**src/common/mult_settings.svh**
```systemverilog
`ifndef MULT_SETTINGS_SVH
`define MULT_SETTINGS_SVH

// multiplier pipeline depth, has to divide 64
`define MULT_STAGES 4

// operand and result width
`define XLEN 32

// physical register tag width
`define PHYS_TAG_WIDTH 5

// one bit per unresolved branch
`define BMASK_WIDTH 4

// depth of the multiply issue queue
`define ISSUE_SLOTS 4

`endif

```
**src/common/isa_pkg.sv**
```systemverilog
`include "mult_settings.svh"

package isa_pkg;

    // multiply flavours of the M extension
    // MUL keeps the low word, the other three keep the high word
    typedef enum logic [1:0] {
        MUL    = 2'd0,
        MULH   = 2'd1,
        MULHSU = 2'd2,
        MULHU  = 2'd3
    } mult_func_t;

    // one architectural data word
    typedef logic [`XLEN-1:0] data_t;

endpackage

```
**src/common/ooo_pkg.sv**
```systemverilog
`include "mult_settings.svh"

package ooo_pkg;
    import isa_pkg::*;

    // physical destination register
    typedef logic [`PHYS_TAG_WIDTH-1:0] phys_tag_t;
    // branches the op still depends on
    typedef logic [`BMASK_WIDTH-1:0] bmask_t;
    // ready table, one bit per physical register
    typedef logic [(1 << `PHYS_TAG_WIDTH)-1:0] ready_vec_t;
    // full double-width product
    typedef logic [2*`XLEN-1:0] product_t;

    // op as it leaves dispatch
    typedef struct packed {
        logic       valid;
        mult_func_t func;
        data_t      src1;
        data_t      src2;
        phys_tag_t  dest;
        bmask_t     mask;
    } mult_packet_t;

    // state handed from one multiplier stage to the next
    typedef struct packed {
        logic       valid;
        mult_func_t func;
        product_t   mcand;
        product_t   mplier;
        product_t   sum;
        phys_tag_t  dest;
        bmask_t     mask;
    } internal_mult_packet_t;

    localparam internal_mult_packet_t nop_mult_packet = '{
        valid:  1'b0,
        func:   MUL,
        mcand:  '0,
        mplier: '0,
        sum:    '0,
        dest:   '0,
        mask:   '0
    };

    // common data bus broadcast
    typedef struct packed {
        logic      valid;
        phys_tag_t dest;
        data_t     result;
    } cdb_packet_t;

endpackage

```
**src/hw/cdb_writeback.sv**
```systemverilog
module cdb_writeback (
    input  logic                  clock,
    input  logic                  reset,
    input  logic                  cdb_busy,
    input  ooo_pkg::cdb_packet_t  mult_result,
    input  ooo_pkg::mult_packet_t dispatch,
    output logic                  cdb_en,
    output ooo_pkg::cdb_packet_t  cdb_out,
    output ooo_pkg::ready_vec_t   phys_ready
);

    // the multiplier owns the bus whenever nobody else does
    assign cdb_en = !cdb_busy;

    // broadcast register
    always_ff @(posedge clock) begin
        if (reset) begin
            cdb_out.valid <= 1'b0;
        end else if (cdb_en) begin
            cdb_out <= mult_result;
        end else begin
            // lost the bus, last stage keeps the op for a later cycle
            cdb_out.valid <= 1'b0;
        end
    end

    // ready table
    // bit rises on the same edge that puts the result on the bus
    always_ff @(posedge clock) begin
        if (reset) begin
            phys_ready <= '1;
        end else begin
            if (cdb_en && mult_result.valid) begin
                phys_ready[mult_result.dest] <= 1'b1;
            end
            // new producer for the tag, this clear takes priority
            if (dispatch.valid) begin
                phys_ready[dispatch.dest] <= 1'b0;
            end
        end
    end

endmodule

```
**src/hw/mult/mult_stage.sv**
```systemverilog
`include "mult_settings.svh"

module mult_stage (
    input  logic                           clock,
    input  logic                           reset,
    input  logic                           is_last_stage,
    input  logic                           next_stage_free,
    input  ooo_pkg::internal_mult_packet_t packet_in,
    input  ooo_pkg::bmask_t                b_resolve,
    input  logic                           b_mispred,
    output logic                           stage_free,
    output ooo_pkg::internal_mult_packet_t packet_out
);
    import ooo_pkg::*;

    // multiplier bits consumed per stage
    localparam int SHIFT = $bits(product_t) / `MULT_STAGES;

    internal_mult_packet_t held;
    internal_mult_packet_t held_br;

    // branch update on the held op
    always_comb begin
        held_br = held;
        if (|(held.mask & b_resolve)) begin
            held_br.mask = held.mask & ~b_resolve;
            if (b_mispred) begin
                held_br.valid = 1'b0;
            end
        end
    end

    // add one partial product, then line up the next chunk
    always_comb begin
        packet_out        = held_br;
        packet_out.sum    = held.sum + held.mplier[SHIFT-1:0] * held.mcand;
        packet_out.mplier = held.mplier >> SHIFT;
        packet_out.mcand  = held.mcand << SHIFT;
    end

    // an empty stage can always take a packet, except the last one,
    // which only moves when it owns the bus
    assign stage_free = next_stage_free || (!held_br.valid && !is_last_stage);

    always_ff @(posedge clock) begin
        if (reset) begin
            held <= nop_mult_packet;
        end else if (stage_free) begin
            held <= packet_in;
        end else begin
            // stalled, keep the op but remember any squash or cleared bit
            held <= held_br;
        end
    end

endmodule

```
**src/hw/mult/mult_unit.sv**
```systemverilog
`include "mult_settings.svh"

module mult_unit (
    input  logic                  clock,
    input  logic                  reset,
    input  ooo_pkg::mult_packet_t issue,
    input  ooo_pkg::bmask_t       b_resolve,
    input  logic                  b_mispred,
    input  logic                  cdb_en,
    output logic                  fu_free,
    output ooo_pkg::cdb_packet_t  mult_result
);
    import isa_pkg::*;
    import ooo_pkg::*;

    internal_mult_packet_t prepared;
    internal_mult_packet_t final_pkt;
    internal_mult_packet_t stage_out [`MULT_STAGES];
    // stage_free[k] is the free level of stage k, the top bit is the bus
    logic [`MULT_STAGES:0] stage_free;
    logic                  mcand_signed;
    logic                  mplier_signed;

    // rs1 is signed unless MULHU, rs2 only for MUL and MULH
    assign mcand_signed  = (issue.func != MULHU);
    assign mplier_signed = (issue.func == MUL) || (issue.func == MULH);

    always_comb begin
        prepared.valid  = issue.valid;
        prepared.func   = issue.func;
        prepared.mcand  = {{`XLEN{mcand_signed && issue.src1[`XLEN-1]}}, issue.src1};
        prepared.mplier = {{`XLEN{mplier_signed && issue.src2[`XLEN-1]}}, issue.src2};
        prepared.sum    = '0;
        prepared.dest   = issue.dest;
        prepared.mask   = issue.mask;
    end

    assign stage_free[`MULT_STAGES] = cdb_en;
    assign fu_free                  = stage_free[0];

    for (genvar k = 0; k < `MULT_STAGES; k++) begin : g_stage
        internal_mult_packet_t packet_in;

        if (k == 0) begin : g_first
            assign packet_in = prepared;
        end else begin : g_rest
            assign packet_in = stage_out[k-1];
        end

        mult_stage mult_stage_i (
            .clock           (clock),
            .reset           (reset),
            .is_last_stage   (k == `MULT_STAGES - 1),
            .next_stage_free (stage_free[k+1]),
            .packet_in       (packet_in),
            .b_resolve       (b_resolve),
            .b_mispred       (b_mispred),
            .stage_free      (stage_free[k]),
            .packet_out      (stage_out[k])
        );
    end

    assign final_pkt = stage_out[`MULT_STAGES-1];

    // low word for MUL, high word for the MULH forms
    always_comb begin
        mult_result.valid = final_pkt.valid;
        mult_result.dest  = final_pkt.dest;
        if (final_pkt.func == MUL) begin
            mult_result.result = final_pkt.sum[`XLEN-1:0];
        end else begin
            mult_result.result = final_pkt.sum[2*`XLEN-1:`XLEN];
        end
    end

endmodule

```
**src/hw/mult_issue_slots.sv**
```systemverilog
`include "mult_settings.svh"

module mult_issue_slots (
    input  logic                  clock,
    input  logic                  reset,
    input  ooo_pkg::mult_packet_t dispatch,
    input  ooo_pkg::bmask_t       b_resolve,
    input  logic                  b_mispred,
    input  logic                  fu_free,
    output ooo_pkg::mult_packet_t issue,
    output logic                  slots_full
);
    import ooo_pkg::*;

    localparam int PTR_WIDTH = (`ISSUE_SLOTS > 1) ? $clog2(`ISSUE_SLOTS) : 1;

    typedef logic [PTR_WIDTH-1:0] slot_ptr_t;
    typedef logic [$clog2(`ISSUE_SLOTS+1)-1:0] slot_count_t;

    // queue storage, and its contents after this cycle's branch update
    mult_packet_t slots    [`ISSUE_SLOTS];
    mult_packet_t slots_br [`ISSUE_SLOTS];
    mult_packet_t dispatch_br;
    slot_ptr_t    head;
    slot_ptr_t    tail;
    slot_count_t  count;
    logic         push;
    logic         pop;

    // mispredict kills the op, a correct resolve only drops the mask bit
    function automatic mult_packet_t apply_branch(mult_packet_t pkt, bmask_t resolve,
                                                  logic mispred);
        mult_packet_t res;
        res = pkt;
        if (|(pkt.mask & resolve)) begin
            res.mask = pkt.mask & ~resolve;
            if (mispred) begin
                res.valid = 1'b0;
            end
        end
        return res;
    endfunction

    // wrap at the queue depth, which need not be a power of two
    function automatic slot_ptr_t next_ptr(slot_ptr_t ptr);
        if (ptr == slot_ptr_t'(`ISSUE_SLOTS-1)) begin
            return '0;
        end
        return ptr + 1'b1;
    endfunction

    always_comb begin
        for (int i = 0; i < `ISSUE_SLOTS; i++) begin
            slots_br[i] = apply_branch(slots[i], b_resolve, b_mispred);
        end
    end

    // an op may meet its own branch on the dispatch cycle
    assign dispatch_br = apply_branch(dispatch, b_resolve, b_mispred);

    assign slots_full = (count == slot_count_t'(`ISSUE_SLOTS));
    assign push       = dispatch_br.valid && !slots_full;
    // squashed head entries still pop, they go down as bubbles
    assign pop        = fu_free && (count != '0);

    always_comb begin
        issue = slots_br[head];
        if (count == '0) begin
            issue.valid = 1'b0;
        end
    end

    always_ff @(posedge clock) begin
        slots <= slots_br;
        if (push) begin
            slots[tail] <= dispatch_br;
        end
    end

    always_ff @(posedge clock) begin
        if (reset) begin
            head  <= '0;
            tail  <= '0;
            count <= '0;
        end else begin
            if (push) begin
                tail <= next_ptr(tail);
            end
            if (pop) begin
                head <= next_ptr(head);
            end
            case ({push, pop})
                2'b10:   count <= count + 1'b1;
                2'b01:   count <= count - 1'b1;
                default: count <= count;
            endcase
        end
    end

endmodule

```
**src/hw/mult_subsystem_top.sv**
```systemverilog
module mult_subsystem_top (
    input  logic                  clock,
    input  logic                  reset,
    input  ooo_pkg::mult_packet_t dispatch,
    input  ooo_pkg::bmask_t       b_resolve,
    input  logic                  b_mispred,
    input  logic                  cdb_busy,
    output logic                  slots_full,
    output ooo_pkg::cdb_packet_t  cdb_out,
    output ooo_pkg::ready_vec_t   phys_ready
);
    import ooo_pkg::*;

    // head of the issue queue into the multiplier
    mult_packet_t issue;
    // last stage output toward the bus
    cdb_packet_t  mult_result;
    logic         fu_free;
    logic         cdb_en;

    mult_issue_slots mult_issue_slots_i (
        .clock      (clock),
        .reset      (reset),
        .dispatch   (dispatch),
        .b_resolve  (b_resolve),
        .b_mispred  (b_mispred),
        .fu_free    (fu_free),
        .issue      (issue),
        .slots_full (slots_full)
    );

    mult_unit mult_unit_i (
        .clock       (clock),
        .reset       (reset),
        .issue       (issue),
        .b_resolve   (b_resolve),
        .b_mispred   (b_mispred),
        .cdb_en      (cdb_en),
        .fu_free     (fu_free),
        .mult_result (mult_result)
    );

    // also sees dispatch to clear ready bits of new destinations
    cdb_writeback cdb_writeback_i (
        .clock       (clock),
        .reset       (reset),
        .cdb_busy    (cdb_busy),
        .mult_result (mult_result),
        .dispatch    (dispatch),
        .cdb_en      (cdb_en),
        .cdb_out     (cdb_out),
        .phys_ready  (phys_ready)
    );

endmodule

```
**config.mk**
```make
export PLATFORM = sky130hd
export DESIGN_NAME = mult_subsystem_top
export DESIGN_NICKNAME = d
export VERILOG_FILES = /design/src/common/isa_pkg.sv /design/src/common/ooo_pkg.sv /design/src/hw/cdb_writeback.sv /design/src/hw/mult/mult_stage.sv /design/src/hw/mult/mult_unit.sv /design/src/hw/mult_issue_slots.sv /design/src/hw/mult_subsystem_top.sv
export VERILOG_INCLUDE_DIRS = /design/src /design/src/common
export SDC_FILE = /design/constraint.sdc
export NUM_CORES = 2
export LEC_CHECK = 0
export ABC_AREA = 1
export CAP_MARGIN = 20
export CORE_UTILIZATION = 25
export DETAILED_ROUTE_END_ITERATION = 16
export DONT_BUFFER_PORTS = 1
export HOLD_SLACK_MARGIN = 0.05
export PLACE_DENSITY_LB_ADDON = 0.15
export SKIP_CTS_REPAIR_TIMING = 1
export SLEW_MARGIN = 20
export SYNTH_ARGS = -nofsm -noshare
export SYNTH_HDL_FRONTEND = slang
export SYNTH_SLANG_ARGS = --single-unit
```
**constraint.sdc**
```tcl
create_clock -name clock -period 11.6 [get_ports clock]
set_input_delay 0.58 -clock clock [delete_from_list [all_inputs] [get_ports clock]]
set_output_delay 0.58 -clock clock [all_outputs]
set_load 0.005 [all_outputs]
```
# Yosys cells after proc, flatten, opt, wreduce, memory -nomap -nowiden
# Cells that the tools add are included.
totals:
  regBits: 787
  out_inout_bits: 71
  n_memories: 0
  input_bits: 84
  mem_bits_ro: 0
  mem_bits_rw: 0
  latch_bits: 0
  wordCells: 201
classes:
  bitwise: 26
  mul: 4
  shift: 0
  n_div: 0
  addsub: 7
  reduce_logical: 33
  n_eq_ne: 8
  muxes: 58
  order_cmp: 7
ops:
  columns: ["op", "n"]
  rows:
  - ["204-bit two-way mux", 4]
  - ["304-bit bitwise mux", 1]
  - ["304-bit two-way mux", 1]
  - ["76-bit two-way mux", 3]
  - ["64-bit adder", 3]
  - ["76-bit binary-select mux with 2-bit select", 1]
  - ["76-bit demux with 2-bit select", 1]
  - ["32-bit two-way mux", 4]
  - ["4-bit AND", 18]
  - ["17-bit by 33-bit multiplier with 50-bit output", 1]
  - ["16-bit by 48-bit multiplier with 48-bit output", 1]
  - ["4-bit two-way mux", 9]
  - ["4-bit OR reduction", 9]
  - ["32-bit AND", 1]
  - ["16-bit by 32-bit multiplier with 32-bit output", 1]
  - ["32-bit inverter", 1]
  - ["32-bit bitwise OR", 1]
  - ["1-bit two-way mux", 27]
  - ["1-bit by 16-bit multiplier with 16-bit output", 1]
  - ["5-bit by 6-bit less-than comparator with 1-bit output, second input constant", 2]
  - ["1-bit demux with 5-bit select", 2]
  - ["5-bit by 1-bit >= comparator with 1-bit output, second input constant", 2]
  - ["1-bit logical AND", 8]
  - ["2-bit two-way mux", 4]
  - ["other kinds (22)", 37]

# Logic depth before layout (Yosys ltp)
depth:
  word_depth: 11
  ltp_mapped: 44
  ltp_nobuf: 42

# Modules after synthesis
# Synthesis repeated with hierarchy kept, for this count alone.
hier_totals:
  hier_cells: 22371
  hier_area_um2: 171425.7
modules_own_cells:
  columns: ["module", "cells_each", "n_inst", "seq_area_each_um2", "area_each_um2"]
  rows:
  - ["mult_stage at mult_unit_i.g_stage[0].mult_stage_i ...", 5258, 2, 4083.9, 38934.8]
  - ["mult_stage at mult_unit_i.g_stage[2].mult_stage_i", 5295, 1, 4083.9, 39429.1]
  - ["mult_stage at mult_unit_i.g_stage[3].mult_stage_i", 5240, 1, 4083.9, 38958.6]
  - ["mult_issue_slots", 895, 1, 9068.7, 11878.9]
  - ["cdb_writeback", 314, 1, 1771.7, 2791.4]
  - ["mult_unit", 111, 1, 0.0, 498.0]

# Worst setup path before layout
# OpenSTA, ideal clock, no wires.
synth_path:
  kind: "reg-to-reg"
  start: "reg mult_unit_i.g_stage[1].mult_stage_i.held[185] (netlist name)"
  end: "reg mult_unit_i.g_stage[2].mult_stage_i.held[66] (netlist bit)"
  t_required_ns: 11.486
  stages_incl_launch_ff: 33
  synth_period_minus_slack_ns: 7.009
  arrival_ns: 6.895
  n_path_buf: 2
  setup_time_ns: 0.114
  slack_ns: 4.591
  cell_sequence: "dfxtp_1 -> clkbuf_1 -> clkbuf_1 -> nand2_1 -> inv_1 -> fa_1 -> fa_1 -> inv_1 -> fa_1 -> inv_1 -> fa_1 -> inv_1 -> fa_1 -> inv_1 -> fa_1 -> ha_1 -> nand2_1 -> nor2_1 -> inv_1 -> nor4_1 -> nand4_1 -> nand3_1 -> xor2_1 -> ha_1 -> a21oi_1 -> a21boi_0 -> o21ai_0 -> a21oi_1 -> nand3_1 -> nand2_1 -> nand2_1 -> o21bai_1 -> inv_1"
synth_via:
  elab_chain_len: 2
synth_lines:
  columns: ["item", "line_no", "text"]
  rows:
  - ["16-bit by 48-bit multiplier with 48-bit output", "mult_stage.sv:36", "packet_out.sum = held.sum + held.mplier[SHIFT-1:0] * held.mcand;"]
  - ["64-bit adder", "mult_stage.sv:36", null]
  - ["to (signal assigned)", "mult_stage.sv:47", "held <= nop_mult_packet;"]
  - ["to (signal assigned)", "mult_stage.sv:49", "held <= packet_in;"]
  - ["to (signal assigned)", "mult_stage.sv:52", "held <= held_br;"]
  - ["to (decl)", "mult_stage.sv:19", "internal_mult_packet_t held;"]
# No other way between the ends.
# A chain may end at the register's enable or synchronous reset.

# Final worst setup path
layout_path:
  start: "reg mult_unit_i.g_stage[1].mult_stage_i.held[77] (netlist bit)"
  end: "reg mult_unit_i.g_stage[2].mult_stage_i.held[67] (netlist bit)"
layout_via:
  elab_chain_len: 2
layout_lines:
  columns: ["item", "line_no"]
  rows:
  - ["from (decl)", "mult_stage.sv:19"]
  - ["from (signal assigned)", "mult_stage.sv:47"]
  - ["from (signal assigned)", "mult_stage.sv:49"]
  - ["from (signal assigned)", "mult_stage.sv:52"]
  - ["16-bit by 48-bit multiplier with 48-bit output", "mult_stage.sv:36"]
  - ["64-bit adder", "mult_stage.sv:36"]
# No other way between the ends.

==> reports/results.txt <==
status: complete, no violations
routed via count: 63100
CTS clk-pin slew, worst paths: 0.07 ns
H-tree depth: 3
initial antenna violation count: 30
yosys warns: 0
worst hold path class: input pin to register
Setup Viol. Count Final: 0
DRC errors left: 0
synthesized flop and latch total: 773
Max transition margin: 0.227
crit end category: register
worst hold margin: 0.0398 ns
Routed wire per std cell: 20.7 um
GRT Total Usage: 0.181
CTS root buffer: clkbuf_16
Mapped Avg Cell Area: 8.01 um^2
Layout area overhead: 10.3%
DR iter-0 viols: 4076
Max Slew Vio Count: 0
post-synthesis cell area: 0.0798 mm^2
Post-synth ARST share: 0
static leakage: 42.0 nW
drt via density: 4.48
MaxCap Viol Count: 0
Die W: 567 um
clk buf depth: 3
critical path's most frequent cell: inv_1
gpl congestion: 0.927
largest net degree at the start of global routing: 113
FF-to-FF setup slack: 2.59 ns
core area: 0.318 mm^2
required time worst endpoint: 12.24 ns
Worst-Skew Late Latency: 0.75 ns
critical path peak fanout: 27
I/O Buffers: 0
final hold viol count: 0
layout cell share with drive strength beyond 1: 0.0285
fin crit period: 9.01 ns
pwr/cell area: 303 mW/mm^2
Initial Utilization: 0.251
Least-Margin Pin Slew: 1.15 ns
detailed placement HPWL: 229000 um
Final period util: 0.776
global-route wire length before repair: 437000 um
CP arrival: 9.65 ns
CP max stage delay: 0.77 ns
fin nets: 11500
Post-Route WL: 292000 um
Num CTS Buffers: 92
Worst Clk Skew: 0.0461 ns
commonest non-fill, non-tap cell in the layout: inv_1
Die ar.: 0.322 mm^2
drt pass-1 iters: 6
vias in the first global route: 66200
Syn Nets: 11600
setup_tns: 0 ns
Core Rows: 207
post-route ant nets: 0
io pins: 155
Post-synth EDFFs: 321
Critical Setup Path Class: register to register
total gr overflow: 0
RSZ-0062 raised after global routing: no
Post-Synthesis Cells: 9969
Crit-path slowest cell: fa_1
register area share after synthesis: 0.234
Post-synth top flop: dfxtp_1
CTS tree: yes
Fillers: 34300
Fmax achieved: 0.111 GHz
CP startpoint kind: register
Die H: 567 um
library cells used by synthesis: 55
Max rail drop VDD: 0.000347 V
most used cells in the layout excluding fill and tap cells: inv_1 (2284), nand2_1 (2098), fa_1 (1207)
clock tree sinks: 773
[critical path: cells and delay by family, from the launching register on]
family                   cells  cell delay, ns
adder cells (fa/ha/maj)      8            3.96
AND/OR/NAND/NOR             13            2.62
buffers and inverters       10            1.36
flip-flops                   1            0.49
XOR/XNOR                     1            0.24
AO/OA/AOI/OAI                1            0.13
[area by class of cell]
cell class	count	area [um^2]	share of cell area
antenna	12	30.0	0.000341
clock inverter	48	472	0.00536
inverter	2300	8650	0.0983
clock buffer	123	2530	0.0287
tap	4180	5230	0.0594
timing repair buffer	193	1690	0.0192
sequential	773	18700	0.212
multi-input combinational	6443	50700	0.576
[report_power, final]
part / leakage [nW] / internal [mW] / switching, mW
clock: 1.45 / 1.66 / 1.28
combinational: 33.9 / 6.23 / 13.6
sequential: 6.66 / 3.34 / 0.602
[cells by family (layout without fill, tap and decap cells)]
family / after synthesis / count (layout) / synth area share
AO/OA/AOI/OAI: 1366 / 1366 / 0.0934
XOR/XNOR: 151 / 151 / 0.0166
adder cells (fa/ha/maj): 1567 / 1567 / 0.359
buffers and inverters: 2753 / 2664 / 0.131
flip-flops: 773 / 773 / 0.234
other: 0 / 12 / 0
AND/OR/NAND/NOR: 3359 / 3359 / 0.166
[per-layer routing]
metal / GRT usage / part of all wire / vias to the layer above
met4: 0.0360 / 0.019 / 6
met3: 0.0194 / 0.038 / 258
met5: 0 / 0.00013 / -
met1: 0.250 / 0.47 / 31800
met2: 0.305 / 0.47 / 1241
li1: - / - / 29800
[through the flow]
| step | setup slack [ns] | total power [mW] | cells | util | instance area (um^2) |
|---|---|---|---|---|---|
| finish | 2.59 | 26.7 | 14100 | 0.277 | 88000 |
| global route | 1.97 | 29.1 | 14100 | 0.277 | 88000 |
| CTS | 2.66 | 26.9 | 14000 | 0.274 | 87100 |
| detailed placement | 2.70 | 23.8 | 13800 | 0.265 | 84100 |
| global placement | 2.66 | 23.9 | 13800 | 0.265 | 84100 |
| floorplan | 4.59 | 16.0 | 9969 | - | 79800 |
[cells in the mapped netlist, drive strengths merged (8+ instances only)]
cell type  count  area share
clkbuf       389       0.018
o21ai        683       0.043
o22ai         43      0.0034
fa          1207        0.30
nor2         866       0.041
o21a           8     0.00075
buf           64      0.0043
xnor2         57      0.0063
nand2       2101       0.099
a21o          33      0.0031
nor4          16      0.0013
ha           360       0.056
a31oi         96      0.0075
edfxtp       321        0.12
nor3          41      0.0026
xor2          94       0.010
a21oi        383       0.024
nand3        276       0.017
or2            8     0.00063
nand4         33      0.0026
inv         2297        0.11
o21bai        46      0.0043
o211ai        23      0.0022
dfxtp        452        0.11
a21boi        21      0.0020
[worst paths after layout]
path | startpoint | end | depth (start not counted)
hold / removal | reset | mult_unit_i.g_stage[1].mult_stage_i.held[39] | 3
setup reg to reg | mult_unit_i.g_stage[1].mult_stage_i.held[77] | mult_unit_i.g_stage[2].mult_stage_i.held[67] | 33
setup / recovery | mult_unit_i.g_stage[1].mult_stage_i.held[77] | mult_unit_i.g_stage[2].mult_stage_i.held[67] | 33
hold reg to reg | mult_unit_i.g_stage[2].mult_stage_i.held[28] | mult_unit_i.g_stage[3].mult_stage_i.held[28] | 2
Note: power is estimated with default switching activity, not from simulation.
